File: src/common/mem_port_defines.svh
`ifndef MEM_PORT_DEFINES_SVH
`define MEM_PORT_DEFINES_SVH

// number of interleaved ram banks, power of two
`define MP_BANKS 4

// bank index width, taken from the low word address bits
`define MP_BANK_BITS ($clog2(`MP_BANKS))

// words held in each bank
`define MP_BANK_DEPTH 256

// row index width inside one bank
`define MP_ROW_BITS ($clog2(`MP_BANK_DEPTH))

// top byte of a valid download header
`define MP_HDR_MARK 8'hA5

`endif

File: src/common/mem_port_pkg.sv
`default_nettype none

`include "mem_port_defines.svh"

package mem_port_pkg;

	// one memory word, four byte lanes
	typedef logic [31:0] mp_word_t;

	// byte address
	// bits 1:0 never reach the banks
	typedef logic [23:0] mp_addr_t;

	// byte lane enables, bit 0 is bits 7:0 of the word
	typedef logic [3:0] mp_sel_t;

	// bank number from the low word address bits
	typedef logic [`MP_BANK_BITS-1:0] mp_bank_t;

	// word assembled by the image loader
	// first word of a download goes through hdr, the rest through raw
	typedef union packed {
		mp_word_t raw;
		struct packed {
			// must match MP_HDR_MARK
			logic [7:0] mark;
			// lane select for every later write
			mp_sel_t sel;
			// word address of the first data word
			logic [19:0] start_wadr;
		} hdr;
	} mp_load_word_u;

endpackage

`default_nettype wire

File: src/image_loader.sv
`timescale 1ns/1ps
`default_nettype none

`include "mem_port_defines.svh"

module image_loader (
	input logic clk_32m,
	input logic rst_n_i,
	input logic ld_active_i,
	input logic ld_valid_i,
	input logic [7:0] ld_byte_i,
	output logic ld_ready_o,
	output logic wr_stb_o,
	output mem_port_pkg::mp_sel_t wr_sel_o,
	output mem_port_pkg::mp_addr_t wr_adr_o,
	output mem_port_pkg::mp_word_t wr_dat_o,
	input logic wr_ack_i
);

	mem_port_pkg::mp_load_word_u word_q;
	mem_port_pkg::mp_load_word_u word_next;
	logic [1:0] byte_cnt_q;
	logic hdr_pending_q;
	logic hdr_ok_q;
	logic [21:0] wadr_q;
	logic byte_take;
	logic word_done;

	// no new bytes while a write waits for its ack
	assign ld_ready_o = ~wr_stb_o;
	assign byte_take = ld_active_i & ld_valid_i & ld_ready_o;
	assign word_done = byte_take & (byte_cnt_q == 2'd3);

	// little endian, newest byte enters at the top
	always_comb begin
		word_next.raw = {ld_byte_i, word_q.raw[31:8]};
	end

	always_ff @(posedge clk_32m) begin
		if (byte_take) begin
			word_q <= word_next;
		end
	end

	always_ff @(posedge clk_32m) begin
		if (!rst_n_i) begin
			byte_cnt_q <= 2'd0;
			hdr_pending_q <= 1'b1;
			hdr_ok_q <= 1'b0;
			wr_stb_o <= 1'b0;
		end else begin
			// strobe held until the memory answers
			if (wr_stb_o && wr_ack_i) begin
				wr_stb_o <= 1'b0;
			end
			if (!ld_active_i) begin
				// idle, next download starts with a header again
				byte_cnt_q <= 2'd0;
				hdr_pending_q <= 1'b1;
				hdr_ok_q <= 1'b0;
			end else if (byte_take) begin
				byte_cnt_q <= byte_cnt_q + 2'd1;
				if (word_done) begin
					if (hdr_pending_q) begin
						hdr_pending_q <= 1'b0;
						// bad marker, rest of this download is dropped
						hdr_ok_q <= (word_next.hdr.mark == `MP_HDR_MARK);
					end else if (hdr_ok_q) begin
						wr_stb_o <= 1'b1;
					end
				end
			end
		end
	end

	// write fields, loaded from the header or the finished word
	always_ff @(posedge clk_32m) begin
		if (word_done) begin
			if (hdr_pending_q) begin
				wadr_q <= {2'b00, word_next.hdr.start_wadr};
				wr_sel_o <= word_next.hdr.sel;
			end else begin
				wr_dat_o <= word_next.raw;
			end
		end
		// next word address once the write is done
		if (wr_stb_o && wr_ack_i) begin
			wadr_q <= wadr_q + 22'd1;
		end
	end

	assign wr_adr_o = {wadr_q, 2'b00};

endmodule

`default_nettype wire

File: config.mk
export PLATFORM = sky130hd
export DESIGN_NAME = image_loader
export DESIGN_NICKNAME = d
export VERILOG_FILES = /design/src/common/mem_port_pkg.sv /design/src/image_loader.sv
export VERILOG_INCLUDE_DIRS = /design/src /design/src/common
export SDC_FILE = /design/constraint.sdc
export NUM_CORES = 1
export LEC_CHECK = 0
export BUFFER_PORTS_ARGS = -buffer_cell sky130_fd_sc_hd__clkbuf_2
export CORE_ASPECT_RATIO = 0.75
export CORE_MARGIN = 3
export CORE_UTILIZATION = 48
export DETAILED_ROUTE_END_ITERATION = 12
export PLACE_DENSITY_LB_ADDON = 0.3
export RECOVER_POWER = 25
export REMOVE_ABC_BUFFERS = 1
export SLEW_MARGIN = 0
export SYNTH_ARGS = -nofsm -noshare
export SYNTH_HDL_FRONTEND = slang
export SYNTH_SLANG_ARGS = --single-unit
export TNS_END_PERCENT = 10
File: constraint.sdc
create_clock -name clk_32m -period 2.43 [get_ports clk_32m]
set_input_delay 0.3645 -clock clk_32m [delete_from_list [all_inputs] [get_ports clk_32m]]
set_output_delay 0.3645 -clock clk_32m [all_outputs]
set_load 0.01 [all_outputs]
==> metrics.txt <==
Most Crowded Layer GR=met2; GR met3 Demand/Resource=6.14%; skew final=12.3 ps; CTS tree=yes; most area-hungry cell type in the Yosys netlist=edfxtp_1; Tmin final=1890 ps; grt ovf=0; Synth Instances=237; crit path DAT=2010 ps; DRC Markers=0; hpwl dp=4860 um; type of the worst min-delay path=in2reg; CTS Hold Bufs=0; Die Y=79.5 um; number of flops mapped to enable cells by yosys=82; final WL=6950 um; CP Buf/Inv Count=0; # port buffers=72; met2 Usage GRT=29.8%; die area=8260 um2; initial drt markers=134; CP cell instances=ha_1 > nand4_1 > nor4_4 > a21oi_1 > a31o_2; Leak Pwr=1.57 nW; post-route ant nets=0; Layout Utilization=60.7%; fill count=572; RSZ-0062 raised after global routing=no; Tcrit/Tclk final=77.9%; total power=2.99 mW; vias in the first global route=2143; CP required=2540 ps; setup bufs post-CTS=0; post-cts sizing count=0; Root Buffer=clkbuf_8; Max Clk Rate=528 MHz; pwr/cell area=713 nW/um2; FFs w/ async S/R, synth=0%; Clk Latency, worst-skew pair=350 ps; most common cell in the netlist=edfxtp_1; largest stage delay on the critical path=410 ps; width of the die=104 um; CTS buffer count=9; top post-synthesis cells by area=edfxtp_1 (71%), nand2_1 (4.0%), dfxtp_1 (2.9%); routed vias/inst=5.25; I/O pins=75; Yosys cell types=41; Worst setup SP type=flip-flop; Crit-path slowest cell=edfxtp_1; clk sinks=87; design area=4190 um2; Slew Limit Fails=0; Layout Area Growth over Synthesis=21.2%; Initial Utilization=50.1%; Worst setup EP type=flip-flop; Layout Nets=331; Max IR drop VDD=0.000340 V; synthesis-stage register bit count=87; top_reg_cell synth=edfxtp_1; synth cell count leaders=edfxtp_1 (82), nand2_1 (37), nor2_1 (13), o21ai_0 (13), nand3_1 (9); total track usage=17.4%; sequential share of the synthesized area=74.2%; WL/cell=16.6 um; layout cell share with drive strength beyond 1=28.1%; Final Hold Slack=237 ps; met1 Use GR=22.1%; clk slew on worst S/H paths=90 ps; num rows=26; area fraction of the dominant cell type after synthesis=71.3%; Final Wtd Congestion=0.839; Crit Path Max Fanout=7; Ys Warns=0; H-tree Lvls=3; Syn Std Cell Area=3450 um2; status=finished, final reports clean; CORE AREA=6900 um2; DP Area=3940 um2; Max Cap Violations=0; final setup vio count=0; first-pass GRT wire length=10900 um; CP Class=reg2reg; via count=2193; largest net degree at the start of global routing=35; antenna violations before repair=0; mean area per synthesized cell=14.6 um2; clk buf depth=2; DRT Pass-1 Iters=4; Final Hold Vio Count=0; Diodes inserted=0; CP delay by family, top=simple AND/OR/NAND/NOR gates
-- metal layers --
layer  share of wire (%)  up-vias
met5                   0        -
met4                0.89        0
met3                 7.7        7
met2                  50       91
met1                  42     1051
li1                    -     1044
-- flip-flops by register name, indices dropped and copies added (netlist names) --
signal	cells
wr_sel_o	4
word_q	24
wr_dat_o	32
hdr_ok_q	1
hdr_pending_q	1
byte_cnt_q	2
wr_stb_o	1
wadr_q	22
-- where the power goes --
group          leakage, nW  switching [mW]  internal [mW]
sequential           0.792          0.0129           1.65
clock                0.127           0.496          0.781
combinational        0.651          0.0277         0.0163
-- cells in the final DEF (no fill, tap or decap), drive strengths merged, types with 4 or more instances in the layout --
cell and instances:
nor4 4, nor2 13, xor2 5, xnor2 7
nor3 4, nand4 8, dfxtp 5, clkbuf 81
mux2i 4, buf 4, bufinv 4, and3 5
inv 6, edfxtp 82, nand2 37, o21ai 13
nand3 9
-- stage by stage --
step | setup TNS (ps) | cells | worst slack [ps]
final | 0 | 418 | 536
after global routing | 0 | 418 | 353
after CTS | 0 | 418 | 535
after detailed placement | 0 | 403 | 560
after global placement | 0 | 403 | 628
after floorplan | -53.5 | 229 | -1.67
-- cell type report --
class | instances | area [um2] | share of cell area, %
repair buffers | 76 | 393 | 9.38
well taps | 98 | 123 | 2.93
flip-flops and latches | 87 | 2560 | 61.2
clock buffers | 9 | 124 | 2.96
multi-input cells | 137 | 835 | 19.9
inverters | 5 | 18.8 | 0.448
clock inverters | 6 | 133 | 3.17
-- path summary, 6_finish.rpt --
kind,start,to,slack [ps],depth (start not counted)
hold reg to reg,word_q[10],wr_dat_o[2],460,0
setup / recovery,wadr_q[0],wadr_q[20],540,5
hold / removal,rst_n_i,wr_stb_o,240,2
setup reg to reg,wadr_q[0],wadr_q[20],540,5
-- kinds of logic (layout without fill, tap and decap cells) --
kind of cell,Yosys count,after routing,share of synthesized area (%)
multiplexers,4,4,1.16
flip-flops,87,87,74.2
AND/OR/NAND/NOR,91,91,14.1
buffers and inverters,14,96,1.99
adder cells (fa/ha/maj),2,2,0.724
other,1,2,0.109
AO/OA/AOI/OAI,26,26,4.74
XOR/XNOR,12,12,3.04
(Power assumes the default switching activity.)
