File: src/common/mem_port_defines.svh
`ifndef MEM_PORT_DEFINES_SVH
`define MEM_PORT_DEFINES_SVH

// number of interleaved ram banks, power of two
`define MP_BANKS 4

// bank index width, taken from the low word address bits
`define MP_BANK_BITS ($clog2(`MP_BANKS))

// words held in each bank
`define MP_BANK_DEPTH 256

// row index width inside one bank
`define MP_ROW_BITS ($clog2(`MP_BANK_DEPTH))

// top byte of a valid download header
`define MP_HDR_MARK 8'hA5

`endif

File: src/common/mem_port_pkg.sv
`default_nettype none

`include "mem_port_defines.svh"

package mem_port_pkg;

	// one memory word, four byte lanes
	typedef logic [31:0] mp_word_t;

	// byte address
	// bits 1:0 never reach the banks
	typedef logic [23:0] mp_addr_t;

	// byte lane enables, bit 0 is bits 7:0 of the word
	typedef logic [3:0] mp_sel_t;

	// bank number from the low word address bits
	typedef logic [`MP_BANK_BITS-1:0] mp_bank_t;

	// word assembled by the image loader
	// first word of a download goes through hdr, the rest through raw
	typedef union packed {
		mp_word_t raw;
		struct packed {
			// must match MP_HDR_MARK
			logic [7:0] mark;
			// lane select for every later write
			mp_sel_t sel;
			// word address of the first data word
			logic [19:0] start_wadr;
		} hdr;
	} mp_load_word_u;

endpackage

`default_nettype wire

File: src/bus_owner.sv
`timescale 1ns/1ps
`default_nettype none

module bus_owner (
	input logic clk_32m,
	input logic rst_n_i,
	input logic ld_active_i,
	input logic wr_stb_i,
	input mem_port_pkg::mp_sel_t wr_sel_i,
	input mem_port_pkg::mp_addr_t wr_adr_i,
	input mem_port_pkg::mp_word_t wr_dat_i,
	output logic wr_ack_o,
	input logic core_stb_i,
	input logic core_we_i,
	input mem_port_pkg::mp_sel_t core_sel_i,
	input mem_port_pkg::mp_addr_t core_adr_i,
	input mem_port_pkg::mp_word_t core_dat_i,
	output logic core_ack_o,
	output mem_port_pkg::mp_word_t core_dat_o,
	output logic mem_stb_o,
	output logic mem_we_o,
	output mem_port_pkg::mp_sel_t mem_sel_o,
	output mem_port_pkg::mp_addr_t mem_adr_o,
	output mem_port_pkg::mp_word_t mem_wdat_o,
	input logic mem_ack_i,
	input mem_port_pkg::mp_word_t mem_rdat_i
);

	// high while the loader owns the memory
	logic owner_ld_q;

	// ownership only moves between cycles of the current owner
	// a strobe is held through its ack, so a low strobe means idle
	always_ff @(posedge clk_32m) begin
		if (!rst_n_i) begin
			owner_ld_q <= 1'b0;
		end else if (!owner_ld_q && ld_active_i && !core_stb_i) begin
			owner_ld_q <= 1'b1;
		end else if (owner_ld_q && !ld_active_i && !wr_stb_i) begin
			owner_ld_q <= 1'b0;
		end
	end

	// request from the owner only
	// the other master waits with its strobe up
	assign mem_stb_o = owner_ld_q ? wr_stb_i : core_stb_i;
	// loader only ever writes
	assign mem_we_o = owner_ld_q ? 1'b1 : core_we_i;
	assign mem_sel_o = owner_ld_q ? wr_sel_i : core_sel_i;
	assign mem_adr_o = owner_ld_q ? wr_adr_i : core_adr_i;
	assign mem_wdat_o = owner_ld_q ? wr_dat_i : core_dat_i;

	// ack goes back to the owner only
	assign wr_ack_o = owner_ld_q & mem_ack_i;
	assign core_ack_o = ~owner_ld_q & mem_ack_i;

	// read data only counts together with core_ack_o
	assign core_dat_o = mem_rdat_i;

endmodule

`default_nettype wire

File: config.mk
export PLATFORM = sky130hd
export DESIGN_NAME = bus_owner
export DESIGN_NICKNAME = d
export VERILOG_FILES = /design/src/common/mem_port_pkg.sv /design/src/bus_owner.sv
export VERILOG_INCLUDE_DIRS = /design/src /design/src/common
export SDC_FILE = /design/constraint.sdc
export NUM_CORES = 1
export LEC_CHECK = 0
export BUFFER_PORTS_ARGS = -buffer_cell sky130_fd_sc_hd__buf_4
export CAP_MARGIN = 30
export CORE_AREA = 2 2 99 101
export DETAILED_ROUTE_END_ITERATION = 12
export DIE_AREA = 0 0 101 103
export GPL_ROUTABILITY_DRIVEN = 0
export GPL_TIMING_DRIVEN = 0
export PLACE_DENSITY = 0.48
export RECOVER_POWER = 50
export SLEW_MARGIN = 20
export SYNTH_ARGS = -nofsm -noshare
export SYNTH_HDL_FRONTEND = slang
export SYNTH_SLANG_ARGS = --single-unit
File: constraint.sdc
create_clock -name clk_32m -period 1 [get_ports clk_32m]
set_input_delay 0.05 -clock clk_32m [delete_from_list [all_inputs] [get_ports clk_32m]]
set_output_delay 0.05 -clock clk_32m [all_outputs]
set_load 0.005 [all_outputs]
==> results.md <==
- The run finished, with violations left.
- The checks that failed: negative setup slack.
- The mean routed wirelength per cell is 12.9 um.
- The total overflow reported by the global router is 0.
- After synthesis, the cell types taking the most area are sky130_fd_sc_hd__mux2_4 56%, sky130_fd_sc_hd__buf_4 20%, sky130_fd_sc_hd__mux2_2 14%, sky130_fd_sc_hd__buf_6 5.5%, sky130_fd_sc_hd__dfxtp_1 1.6%.
- The HPWL reported at the end of detailed placement is 5030 um.
- STA classifies the critical path startpoint as a flip-flop.
- The via count of the first global-routing pass is 1462.
- The number of slew-limit violations in the final report was 0.
- The number of violations of the max-capacitance limit is 0.
- The later-pin clock latency in the skew report is 0 ns.
- The relative max-transition margin is 0.909.
- The synthesized netlist contains 12 unique library cells.
- Of the post-synthesis cell area, the part taken by muxes is 0.699.
- The repair_antennas step left the layout with diodes totalling 0.
- The detailed router finished its first iteration with 15 violations.
- The total of flip-flops plus latches after synthesis is 1.
- The share of flip-flops with an asynchronous set or reset is 0.
- The number of cells on the worst reg-to-reg path is 4.
- Buffers placed on the I/O ports in this run total 222.
- The first global-routing pass estimated 7280 um of wire.
- The flip-flop count of the largest register after layout is 1.
- The register-to-register path setup slack is 0.10 ns.
- The clock transition at the registers of the reported paths is 0 ns.
- Measured along the x axis, the die boundary spans 101 um.
- The final-stage net count is 494.
- The critical path arrival is 1.09 ns.
- The final-report hold violation count is 0.
- The most critical setup path has its startpoint at owner_ld_q$_SDFFE_PN0P_.
- For this run, the register share of the synthesized area comes to 0.0163.
- Along the worst path, the maximum fanout reaches 10.
- In the routed design, unresolved DRC markers number 0.
- The worst register-to-register path begins at owner_ld_q$_SDFFE_PN0P_.
- Timing analysis after detailed placement gives a worst setup slack of -0.232 ns.
- The number of nets produced by synthesis is 266.
- The cell taking the most area after synthesis is sky130_fd_sc_hd__mux2_4.
- Of the total synthesized cell area, the portion taken by full adders, half adders and majority gates is 0.
- The compound-cell area share of the yosys netlist is 0.0102.
- The launch point of the worst hold path is mem_rdat_i[15].
- In this run the standard cell core region covers 9460 um^2.
- The die footprint is 10400 um^2.
- The data required time at the worst endpoint is 0.95 ns.
- For this run, the total global-route usage over all layers was measured as 0.0873.
- The number of rows created at floorplan is 36.
- The total number of vias is 1627.
- The boundary pin count is 255.
- The area share of xor/xnor cells in the synthesized design is 0.
- The most used flip-flop cell after synthesis is sky130_fd_sc_hd__dfxtp_1.
- Following the worst setup path forward leads to its endpoint at mem_adr_o[10].
- Of the total synthesized cell area, the portion taken by AND, OR, NAND and NOR gates is 0.0203.
- The synthesized netlist occupies a cell area of 1230 um^2.
- The endpoint identified for the worst register-to-register timing path is owner_ld_q$_SDFFE_PN0P_.
- The total power per unit cell area is 485 nW/um^2.
- Among all cell types in the netlist, the one instantiated most often is sky130_fd_sc_hd__mux2_4.
- Once detail routing completed, the nets flagged for antenna violations numbered 0.
- By startpoint and endpoint, the worst setup path is classified as reg -> out.
- The number of vias per cell is 3.64.
- The kind of end point of the critical path is a primary output.
- Setup repair after global routing could not meet its margin everywhere.
- The analysis attributes to cell leakage a power of 1.78 nW.
- The dominant combinational cell family by area after synthesis is multiplexers.
- The register with the most flip-flops in the final layout is owner_ld_q.
- In the final layout, the registers with the most flip-flops are owner_ld_q x1.
- The number of antenna violations at the first check in global routing is 0.
- For this configuration, the core starts out at a cell density of 0.130.
- The pin count of the biggest net entering global routing is 11.
- The Yosys step of the flow raised 0 warnings.
- Before antenna repair, the detailed router went through 2 iterations.
- Of the cells placed in the final design, the portion with a size suffix greater than 1 is 0.988.
- The period utilization is 1.14.
- In this run the worst hold path is classified as in -> out.
- The final critical path time including I/O delays and setup is 1.14 ns.
- In the post-route analysis, the smallest setup slack over all paths is -0.135 ns.
- The vertical die dimension is 103 um.
- The worst hold slack is 0.265 ns.
- The actual transition at the worst max-transition pin is 0.136 ns.
- The synthesized instance count is 107.
- The worst clock skew is 0 ns.
- A synthesized cell averages 11.5 um^2.
- The final setup violation count is 62.
- For this design, the CTS-stage hold fixing added 0 buffers.
- Ranked by instance count, the synthesized netlist is headed by 46 x sky130_fd_sc_hd__mux2_4, 32 x sky130_fd_sc_hd__buf_4, 15 x sky130_fd_sc_hd__mux2_2.
- VDD sags by at most 191 uV.
- The top-area cell type share of the netlist area is 0.562.
- Relative to the synthesized area, the layout overhead comes to 173%.
- Summed over all layers, the routed wires come to 5750 um.
- Timing would allow up to 881 MHz.
- In this run, synthesis inferred 0 flip-flops with an integrated enable.
[critical path: stages (launching register included)]
cell and delay [ns]:
sky130_fd_sc_hd__dfxtp_4 0.34, sky130_fd_sc_hd__buf_12 0.15, sky130_fd_sc_hd__buf_12 0.15, sky130_fd_sc_hd__mux2_4 0.31, sky130_fd_sc_hd__buf_6 0.12
[power by group]
| group | total, mW | internal (mW) | switching [mW] |
|---|---|---|---|
| Sequential | 0.0459 | 0.0425 | 0.00338 |
| Clock | 0 | 0 | 0 |
| Combinational | 1.58 | 1.17 | 0.413 |
| Total | 1.62 | 1.21 | 0.416 |
[metal layers]
layer,up-vias,GRT usage,part of all wire
li1,797,-,-
met1,700,0.0951,0.31
met2,126,0.182,0.57
met3,4,0.0156,0.12
met4,0,0.00416,0.0047
met5,-,0,0
[logic make-up (layout without fill, tap and decap cells)]
logic type      Yosys count  in the layout
simple gates              4              4
mux                      61             61
flops                     1              1
buf+inv                  39            265
compound gates            2              2
[cells in the final DEF (no fill, tap or decap), types with 6 or more instances in the layout]
master,count
sky130_fd_sc_hd__buf_12,6
sky130_fd_sc_hd__buf_4,189
sky130_fd_sc_hd__buf_6,52
sky130_fd_sc_hd__clkbuf_4,17
sky130_fd_sc_hd__mux2_2,14
sky130_fd_sc_hd__mux2_4,47
[stage by stage]
step	instance area, um^2	instances	TNS [ns]	utilization	power, mW
after floorplan	1230	107	0	-	0.607
after global placement	3040	443	-11.28	0.321	1.44
after detailed placement	3040	443	-11.04	0.321	1.45
after CTS	3380	448	-8.16	0.357	1.67
after global routing	3350	447	-8.24	0.354	1.73
final	3350	447	-6.25	0.354	1.62
[worst min-delay path by stage]
stage	cells past startpoint	end
floorplan	1	core_dat_o[0]
global placement	2	core_dat_o[20]
detailed placement	2	core_dat_o[30]
CTS	2	core_dat_o[30]
global route	2	core_dat_o[9]
finish	2	core_dat_o[15]
[timing repair]
item                       4_1_cts  5_1_grt
pin swaps                        0        1
cloned                           2        0
setup endpoints to repair       62       65
buffers inserted                 3        0
gates resized for setup         71        1
[area by class of cell]
class / instances / area [um^2]
Multi-Input combinational cell: 67 / 906
Fill cell: 937 / 6110
Sequential cell: 1 / 23.8
Tap cell: 114 / 143
Timing Repair Buffer: 226 / 1910
Buffer: 39 / 368
(Power assumes the default switching activity.)
