==> config.mk <==
export PLATFORM = sky130hd
export DESIGN_NAME = ack_merge
export DESIGN_NICKNAME = d
export VERILOG_FILES = /design/src/common/mem_port_pkg.sv /design/src/bank/ack_merge.sv
export VERILOG_INCLUDE_DIRS = /design/src /design/src/common
export SDC_FILE = /design/constraint.sdc
export NUM_CORES = 1
export LEC_CHECK = 0
export ABC_AREA = 0
export BUFFER_PORTS_ARGS = -buffer_cell sky130_fd_sc_hd__buf_2
export CAP_MARGIN = 20
export CORE_ASPECT_RATIO = 0.8
export CORE_MARGIN = 2
export CORE_UTILIZATION = 32
export CTS_CLUSTER_DIAMETER = 120
export CTS_CLUSTER_SIZE = 24
export DETAILED_ROUTE_END_ITERATION = 10
export PLACE_DENSITY = 0.76
export SLEW_MARGIN = 25
export SYNTH_ARGS = -nofsm -noshare
export SYNTH_HDL_FRONTEND = slang
export SYNTH_SLANG_ARGS = --single-unit
==> constraint.sdc <==
create_clock -name clk_32m -period 1.63 [get_ports clk_32m]
set_clock_uncertainty 0.1 [all_clocks]
set_input_delay 0.326 -clock clk_32m [delete_from_list [all_inputs] [get_ports clk_32m]]
set_output_delay 0.326 -clock clk_32m [all_outputs]
set_load 0.01 [all_outputs]
==> src/common/mem_port_defines.svh <==
`ifndef MEM_PORT_DEFINES_SVH
`define MEM_PORT_DEFINES_SVH

// number of interleaved ram banks, power of two
`define MP_BANKS 4

// bank index width, taken from the low word address bits
`define MP_BANK_BITS ($clog2(`MP_BANKS))

// words held in each bank
`define MP_BANK_DEPTH 256

// row index width inside one bank
`define MP_ROW_BITS ($clog2(`MP_BANK_DEPTH))

// top byte of a valid download header
`define MP_HDR_MARK 8'hA5

`endif

==> src/common/mem_port_pkg.sv <==
`default_nettype none

`include "mem_port_defines.svh"

package mem_port_pkg;

	// one memory word, four byte lanes
	typedef logic [31:0] mp_word_t;

	// byte address
	// bits 1:0 never reach the banks
	typedef logic [23:0] mp_addr_t;

	// byte lane enables, bit 0 is bits 7:0 of the word
	typedef logic [3:0] mp_sel_t;

	// bank number from the low word address bits
	typedef logic [`MP_BANK_BITS-1:0] mp_bank_t;

	// word assembled by the image loader
	// first word of a download goes through hdr, the rest through raw
	typedef union packed {
		mp_word_t raw;
		struct packed {
			// must match MP_HDR_MARK
			logic [7:0] mark;
			// lane select for every later write
			mp_sel_t sel;
			// word address of the first data word
			logic [19:0] start_wadr;
		} hdr;
	} mp_load_word_u;

endpackage

`default_nettype wire

==> src/bank/ack_merge.sv <==
`timescale 1ns/1ps
`default_nettype none

`include "mem_port_defines.svh"

module ack_merge (
	input logic clk_32m,
	input logic rst_n_i,
	input logic [`MP_BANKS-1:0] bank_ack_i,
	input mem_port_pkg::mp_word_t bank_rdat_i [`MP_BANKS],
	output logic mem_ack_o,
	output mem_port_pkg::mp_word_t mem_rdat_o
);

	logic any_ack;
	mem_port_pkg::mp_word_t rdat_sel;

	// at most one bank answers, one cycle in flight
	always_comb begin
		any_ack = |bank_ack_i;
		rdat_sel = '0;
		for (int b = 0; b < `MP_BANKS; b++) begin
			if (bank_ack_i[b]) begin
				rdat_sel = rdat_sel | bank_rdat_i[b];
			end
		end
	end

	always_ff @(posedge clk_32m) begin
		if (!rst_n_i) begin
			mem_ack_o <= 1'b0;
		end else begin
			mem_ack_o <= any_ack;
		end
	end

	// data held until the next answering bank
	always_ff @(posedge clk_32m) begin
		if (any_ack) begin
			mem_rdat_o <= rdat_sel;
		end
	end

endmodule

`default_nettype wire

==> qor.yml, run 1 <==
firstDrtPassIters: 4
die-area_um2: 5820
place_hpwl_um: 3830
clk_path_buf_depth: 2
intPower_uw: 1620
cts.hold.buffers_added: 0
start_util_pct: 33.4
synth_warnings: 0
grt_pass1_vias: 1650
drtIter0Drc: 84
final_nets: 442
drive_gt1_share_pct: 57.6
drv_slew: 0
status: "completed"
place_congestion: 0.721
drc_errors: 0
crit_arrival_ns: 1.47
place_ws_ns: -0.0637
synth_seq_cells: 33
cts_tree: "done"
yosys-top-cells-area: "edfxtp_1 58%, a22oi_1 29%, nand2_1 7.2%, clkbuf_1 3.1%, dfxtp_1 1.2%"
power.total_uw: 2140
combPwrFrac_pct: 22.5
tightestPinTransition_ns: 0.425
grt-ovfl-total: 0
synth_cell_types: 9
htree_levels: 2
fmax_ghz: 0.712
portBuffers: 166
startpoint_type: "input port"
ios: 167
post-route-util_pct: 52.5
grt_antenna_before_repair: 0
sw_frac_of_total_pct: 24.2
min_period_over_period_pct: 86.1
hold_viol: 0
avgSynthCellArea_um2: 11.4
fillers: 455
p_leak_uw: 0.00128
min_path_type: "in2reg"
power_density_nw_per_um2: 813
diodes: 0
crit_required_ns: 1.70
seqPwrFrac_pct: 49.1
yosys.area.top_type: "edfxtp_1"
syn_to_final_growth_pct: 57.5
synth_top_area_share_pct: 57.5
grtUsageTotal_pct: 16.8
root_buffer: "clkbuf_8"
critPathKind: "in2reg"
die_x_um: 84.8
wl_per_cell_um: 13.7
finalCriticalPeriod_ns: 1.40
layout_setup_ws_ns: 0.226
vias: 1872
cts_resized: 0
syn_area_um2: 1670
power.switching_uw: 517
cts_buffers: 5
grt_pass1_wl_um: 7560
cp_max_fo: 33
cts.sinks: 33
ir_drop_mv: 0.434
seq_area_frac_synth_pct: 58.7
drt_wl_total_um: 5100
cp-end-kind: "flop"
setup_violations: 0
core_um2: 5010
grt_max_degree: 34
rows: 23
route.antenna.remaining_nets: 0
syn_nets: 281
postCtsSetupBuffers: 0
viasPerCell: 5.05
maxCapViolCount: 0
holdWs_ns: 0.186
slew-limit-headroom_pct: 71.7
path_clk_slew_ns: 0.06
die_y_um: 68.6
rsz0062_at_grt: "false"
syn_inst: 147
clockPowerShare_pct: 28.3
==> layer usage <==
metal  global-route usage (%)  share of wire (%)  vias to the layer above
li1                         -                  -                      909
met1                     19.2                 38                      847
met2                     29.9                 50                      108
met3                     5.60                 10                        8
met4                     6.15                1.1                        0
met5                        0                  0                        -
==> path summary, 6_finish.rpt <==
kind / start / to / slack, ns / depth (start not counted)
hold / removal: rst_n_i / mem_ack_o / 0.19 / 2
setup / recovery: bank_ack_i[2] / mem_ack_o / 0.23 / 3
==> placed cells by master (no fill, tap or decap), drive strengths merged <==
| master | Yosys | layout |
|---|---|---|
| a22oi | 64 | 64 |
| dfxtp | 1 | 1 |
| buf | 2 | 170 |
| edfxtp | 32 | 32 |
| nand2 | 32 | 32 |
| and2 | 1 | 1 |
| clkbuf | 14 | 8 |
| or4 | 1 | 1 |
==> registers in the layout, summed over array words and instances, names as in the netlist <==
name and count:
mem_rdat_o 32, mem_ack_o 1
==> metrics by stage <==
| step | setup TNS, ns | cells | instance area (um^2) |
|---|---|---|---|
| 2_1_floorplan | 0 | 147 | 1670 |
| 3_3_place_gp | -0.559 | 363 | 2540 |
| 3_5_place_dp | -0.731 | 363 | 2540 |
| 4_1_cts | 0 | 371 | 2630 |
| 5_1_grt | 0 | 371 | 2630 |
| 6_report | 0 | 371 | 2630 |
==> critical path: stages <==
cell and delay (ns):
buf_2 0.13, or4_4 0.75, and2_4 0.26
==> Yosys cell counts <==
cell      count
a22oi_1      64
and2_4        1
buf_2         1
buf_6         1
clkbuf_1     14
dfxtp_1       1
edfxtp_1     32
nand2_1      32
or4_4         1
==> final cells by class <==
| class | count | area, um^2 | share of cell area, % |
|---|---|---|---|
| clock buffers | 8 | 90.1 | 3.43 |
| well taps | 62 | 77.6 | 2.95 |
| repair buffers | 170 | 861 | 32.7 |
| multi-input cells | 98 | 621 | 23.6 |
| flip-flops and latches | 33 | 981 | 37.3 |
==> kinds of logic after synthesis <==
| kind of cell | Yosys count | share of synthesized area [%] |
|---|---|---|
| flip-flops | 33 | 58.7 |
| AO/OA/AOI/OAI | 64 | 28.8 |
| AND/OR/NAND/NOR | 34 | 8.39 |
| buffers and inverters | 16 | 4.12 |
==> power groups by stage <==
stage                     clock network [uW]  logic (uW)  registers (uW)
after floorplan                            0         157            1120
after global placement                     0         478            1070
after detailed placement                   0         486            1070
after CTS                                635         486            1050
after global routing                     672         534            1060
final                                    606         482            1050
No activity file was read; power rests on OpenSTA's default activity.
==> inputs of run 2 (changes only) <==
--- a/config.mk
+++ b/config.mk
@@ -11,11 +11,11 @@
 export CAP_MARGIN = 20
 export CORE_ASPECT_RATIO = 0.8
 export CORE_MARGIN = 2
-export CORE_UTILIZATION = 32
+export CORE_UTILIZATION = 36
 export CTS_CLUSTER_DIAMETER = 120
 export CTS_CLUSTER_SIZE = 24
 export DETAILED_ROUTE_END_ITERATION = 10
-export PLACE_DENSITY = 0.76
+export PLACE_DENSITY = 0.81
 export SLEW_MARGIN = 25
 export SYNTH_ARGS = -nofsm -noshare
 export SYNTH_HDL_FRONTEND = slang
==> constraint.sdc (replaced) <==
create_clock -name clk_32m -period 1.5 [get_ports clk_32m]
set_clock_uncertainty 0.1 [all_clocks]
set_input_delay 0.3 -clock clk_32m [delete_from_list [all_inputs] [get_ports clk_32m]]
set_output_delay 0.3 -clock clk_32m [all_outputs]
set_load 0.01 [all_outputs]
==> run 2 against run 1 <==
Worst setup slack better by 0.039 ns. Routed wire length up 0.45%. First-iteration DRC count down 6.0%. Die area down 11%. Cell area up 0.86%. Global-route usage up 3.0 points. Count of clock-buffer cells in the layout unchanged. Clock power down 1%. Sequential share of layout area down 0.32 points. Utilization up 6.2 points. Critical path depth unchanged. Largest cell class unchanged. Largest power group unchanged. Highest routed layer unchanged.
==> qor.yml, run 2 (synthesis gave the netlist of run 1 again) <==
tightestPinTransition_ns: 0.362
crit_arrival_ns: 1.17
syn_to_final_growth_pct: 58.8
path_clk_slew_ns: 0.06
route.antenna.remaining_nets: 0
crit_required_ns: 1.43
portBuffers: 166
drc_errors: 0
cts_buffers: 5
regMostFlops: "mem_rdat_o"
hold_viol: 0
min_path_type: "in2reg"
cts_resized: 0
drtIter0Drc: 79
cts.sinks: 33
grt_pass1_wl_um: 7870
min_period_over_period_pct: 82.3
place_hpwl_um: 3810
viasPerCell: 5.03
htree_levels: 2
setup_violations: 0
rsz0062_at_grt: "false"
grt_max_degree: 33
status: "completed"
p_leak_uw: 0.00129
grtUsageTotal_pct: 19.8
clk_path_buf_depth: 2
grt_pass1_vias: 1770
die_y_um: 64.9
firstDrtPassIters: 4
slew-limit-headroom_pct: 75.9
ir_drop_mv: 0.476
die_x_um: 80.2
cp-end-kind: "flop"
die-area_um2: 5200
grt_antenna_before_repair: 0
design_area_um2: 2650
startpoint_type: "input port"
mostFrequentLayoutCells: "166 x buf_2, 64 x a22oi_1, 32 x nand2_1, 32 x edfxtp_1, 6 x buf_4"
largest_register_ffs: 32
diodes: 0
finalCriticalPeriod_ns: 1.24
cts.hold.buffers_added: 0
biggestRegsByFlops: "mem_rdat_o x32, mem_ack_o x1"
place_congestion: 0.749
power_density_nw_per_um2: 856
maxCapViolCount: 0
vias: 1870
fillers: 407
cts_tree: "done"
wl_per_cell_um: 13.8
rows: 22
cp_max_fo: 7
drt_wl_total_um: 5120
place_ws_ns: -0.0246
placed_area_um2: 2570
fmax_ghz: 0.810
drv_slew: 0
root_buffer: "clkbuf_8"
core_um2: 4510
ios: 167
layout_commonest_cell: "buf_2"
layout_setup_ws_ns: 0.265
start_util_pct: 37.0
postCtsSetupBuffers: 0
grt-ovfl-total: 0
critPathKind: "in2reg"
final_nets: 445
drive_gt1_share_pct: 57.7
[run 2: changes by cell type in the layout (fill, tap and decap cells not counted)]
cell,delta
buf_12,+1
clkbuf_8,-1
clkbuf_1,+1
buf_4,+2
[run 2: power breakdown]
group / internal, uW / total (uW) / switching (uW)
clock network: 329 / 597 / 268
logic: 272 / 531 / 259
registers: 1120 / 1140 / 21.7
[run 2: final cells by class]
class                      instances  area [um^2]  area share [%]
tap                               60         75.1            2.83
timing repair buffer             173          896            33.8
multi-input combinational         98          621            23.4
sequential                        33          981            37.0
clock buffer                       8         80.1            3.02
[run 2: path summary, 6_finish.rpt]
check,cells after the start,slack [ns],end,startpoint
max,3,0.26,mem_rdat_o[23],bank_ack_i[2]
min,2,0.15,mem_ack_o,rst_n_i
[run 2: worst max-delay path, stage by stage]
cell and delay, ns:
buf_2 0.11, or4_4 0.56, buf_4 0.19
[run 2: routing by layer]
layer  up-vias  global-route usage [%]  share of wire (%)
met5         -                       0                  0
met4         0                    5.72                1.1
met3         7                    4.46                 10
met2       114                    34.9                 49
met1       834                    24.1                 40
li1        915                       -                  -
[run 2: stage by stage]
step / total power, uW / hold slack (ns) / TNS [ns] / utilization, % / cells
finish: 2270 / 0.154 / 0 / 58.8 / 372
global route: 2400 / 0.146 / 0 / 58.8 / 372
CTS: 2300 / 0.144 / 0 / 58.8 / 372
detailed placement: 1700 / 0.429 / -0.591 / 57.0 / 364
global placement: 1680 / 0.427 / -0.449 / 57.0 / 364
floorplan: 1390 / 0.340 / -1.45 / - / 147
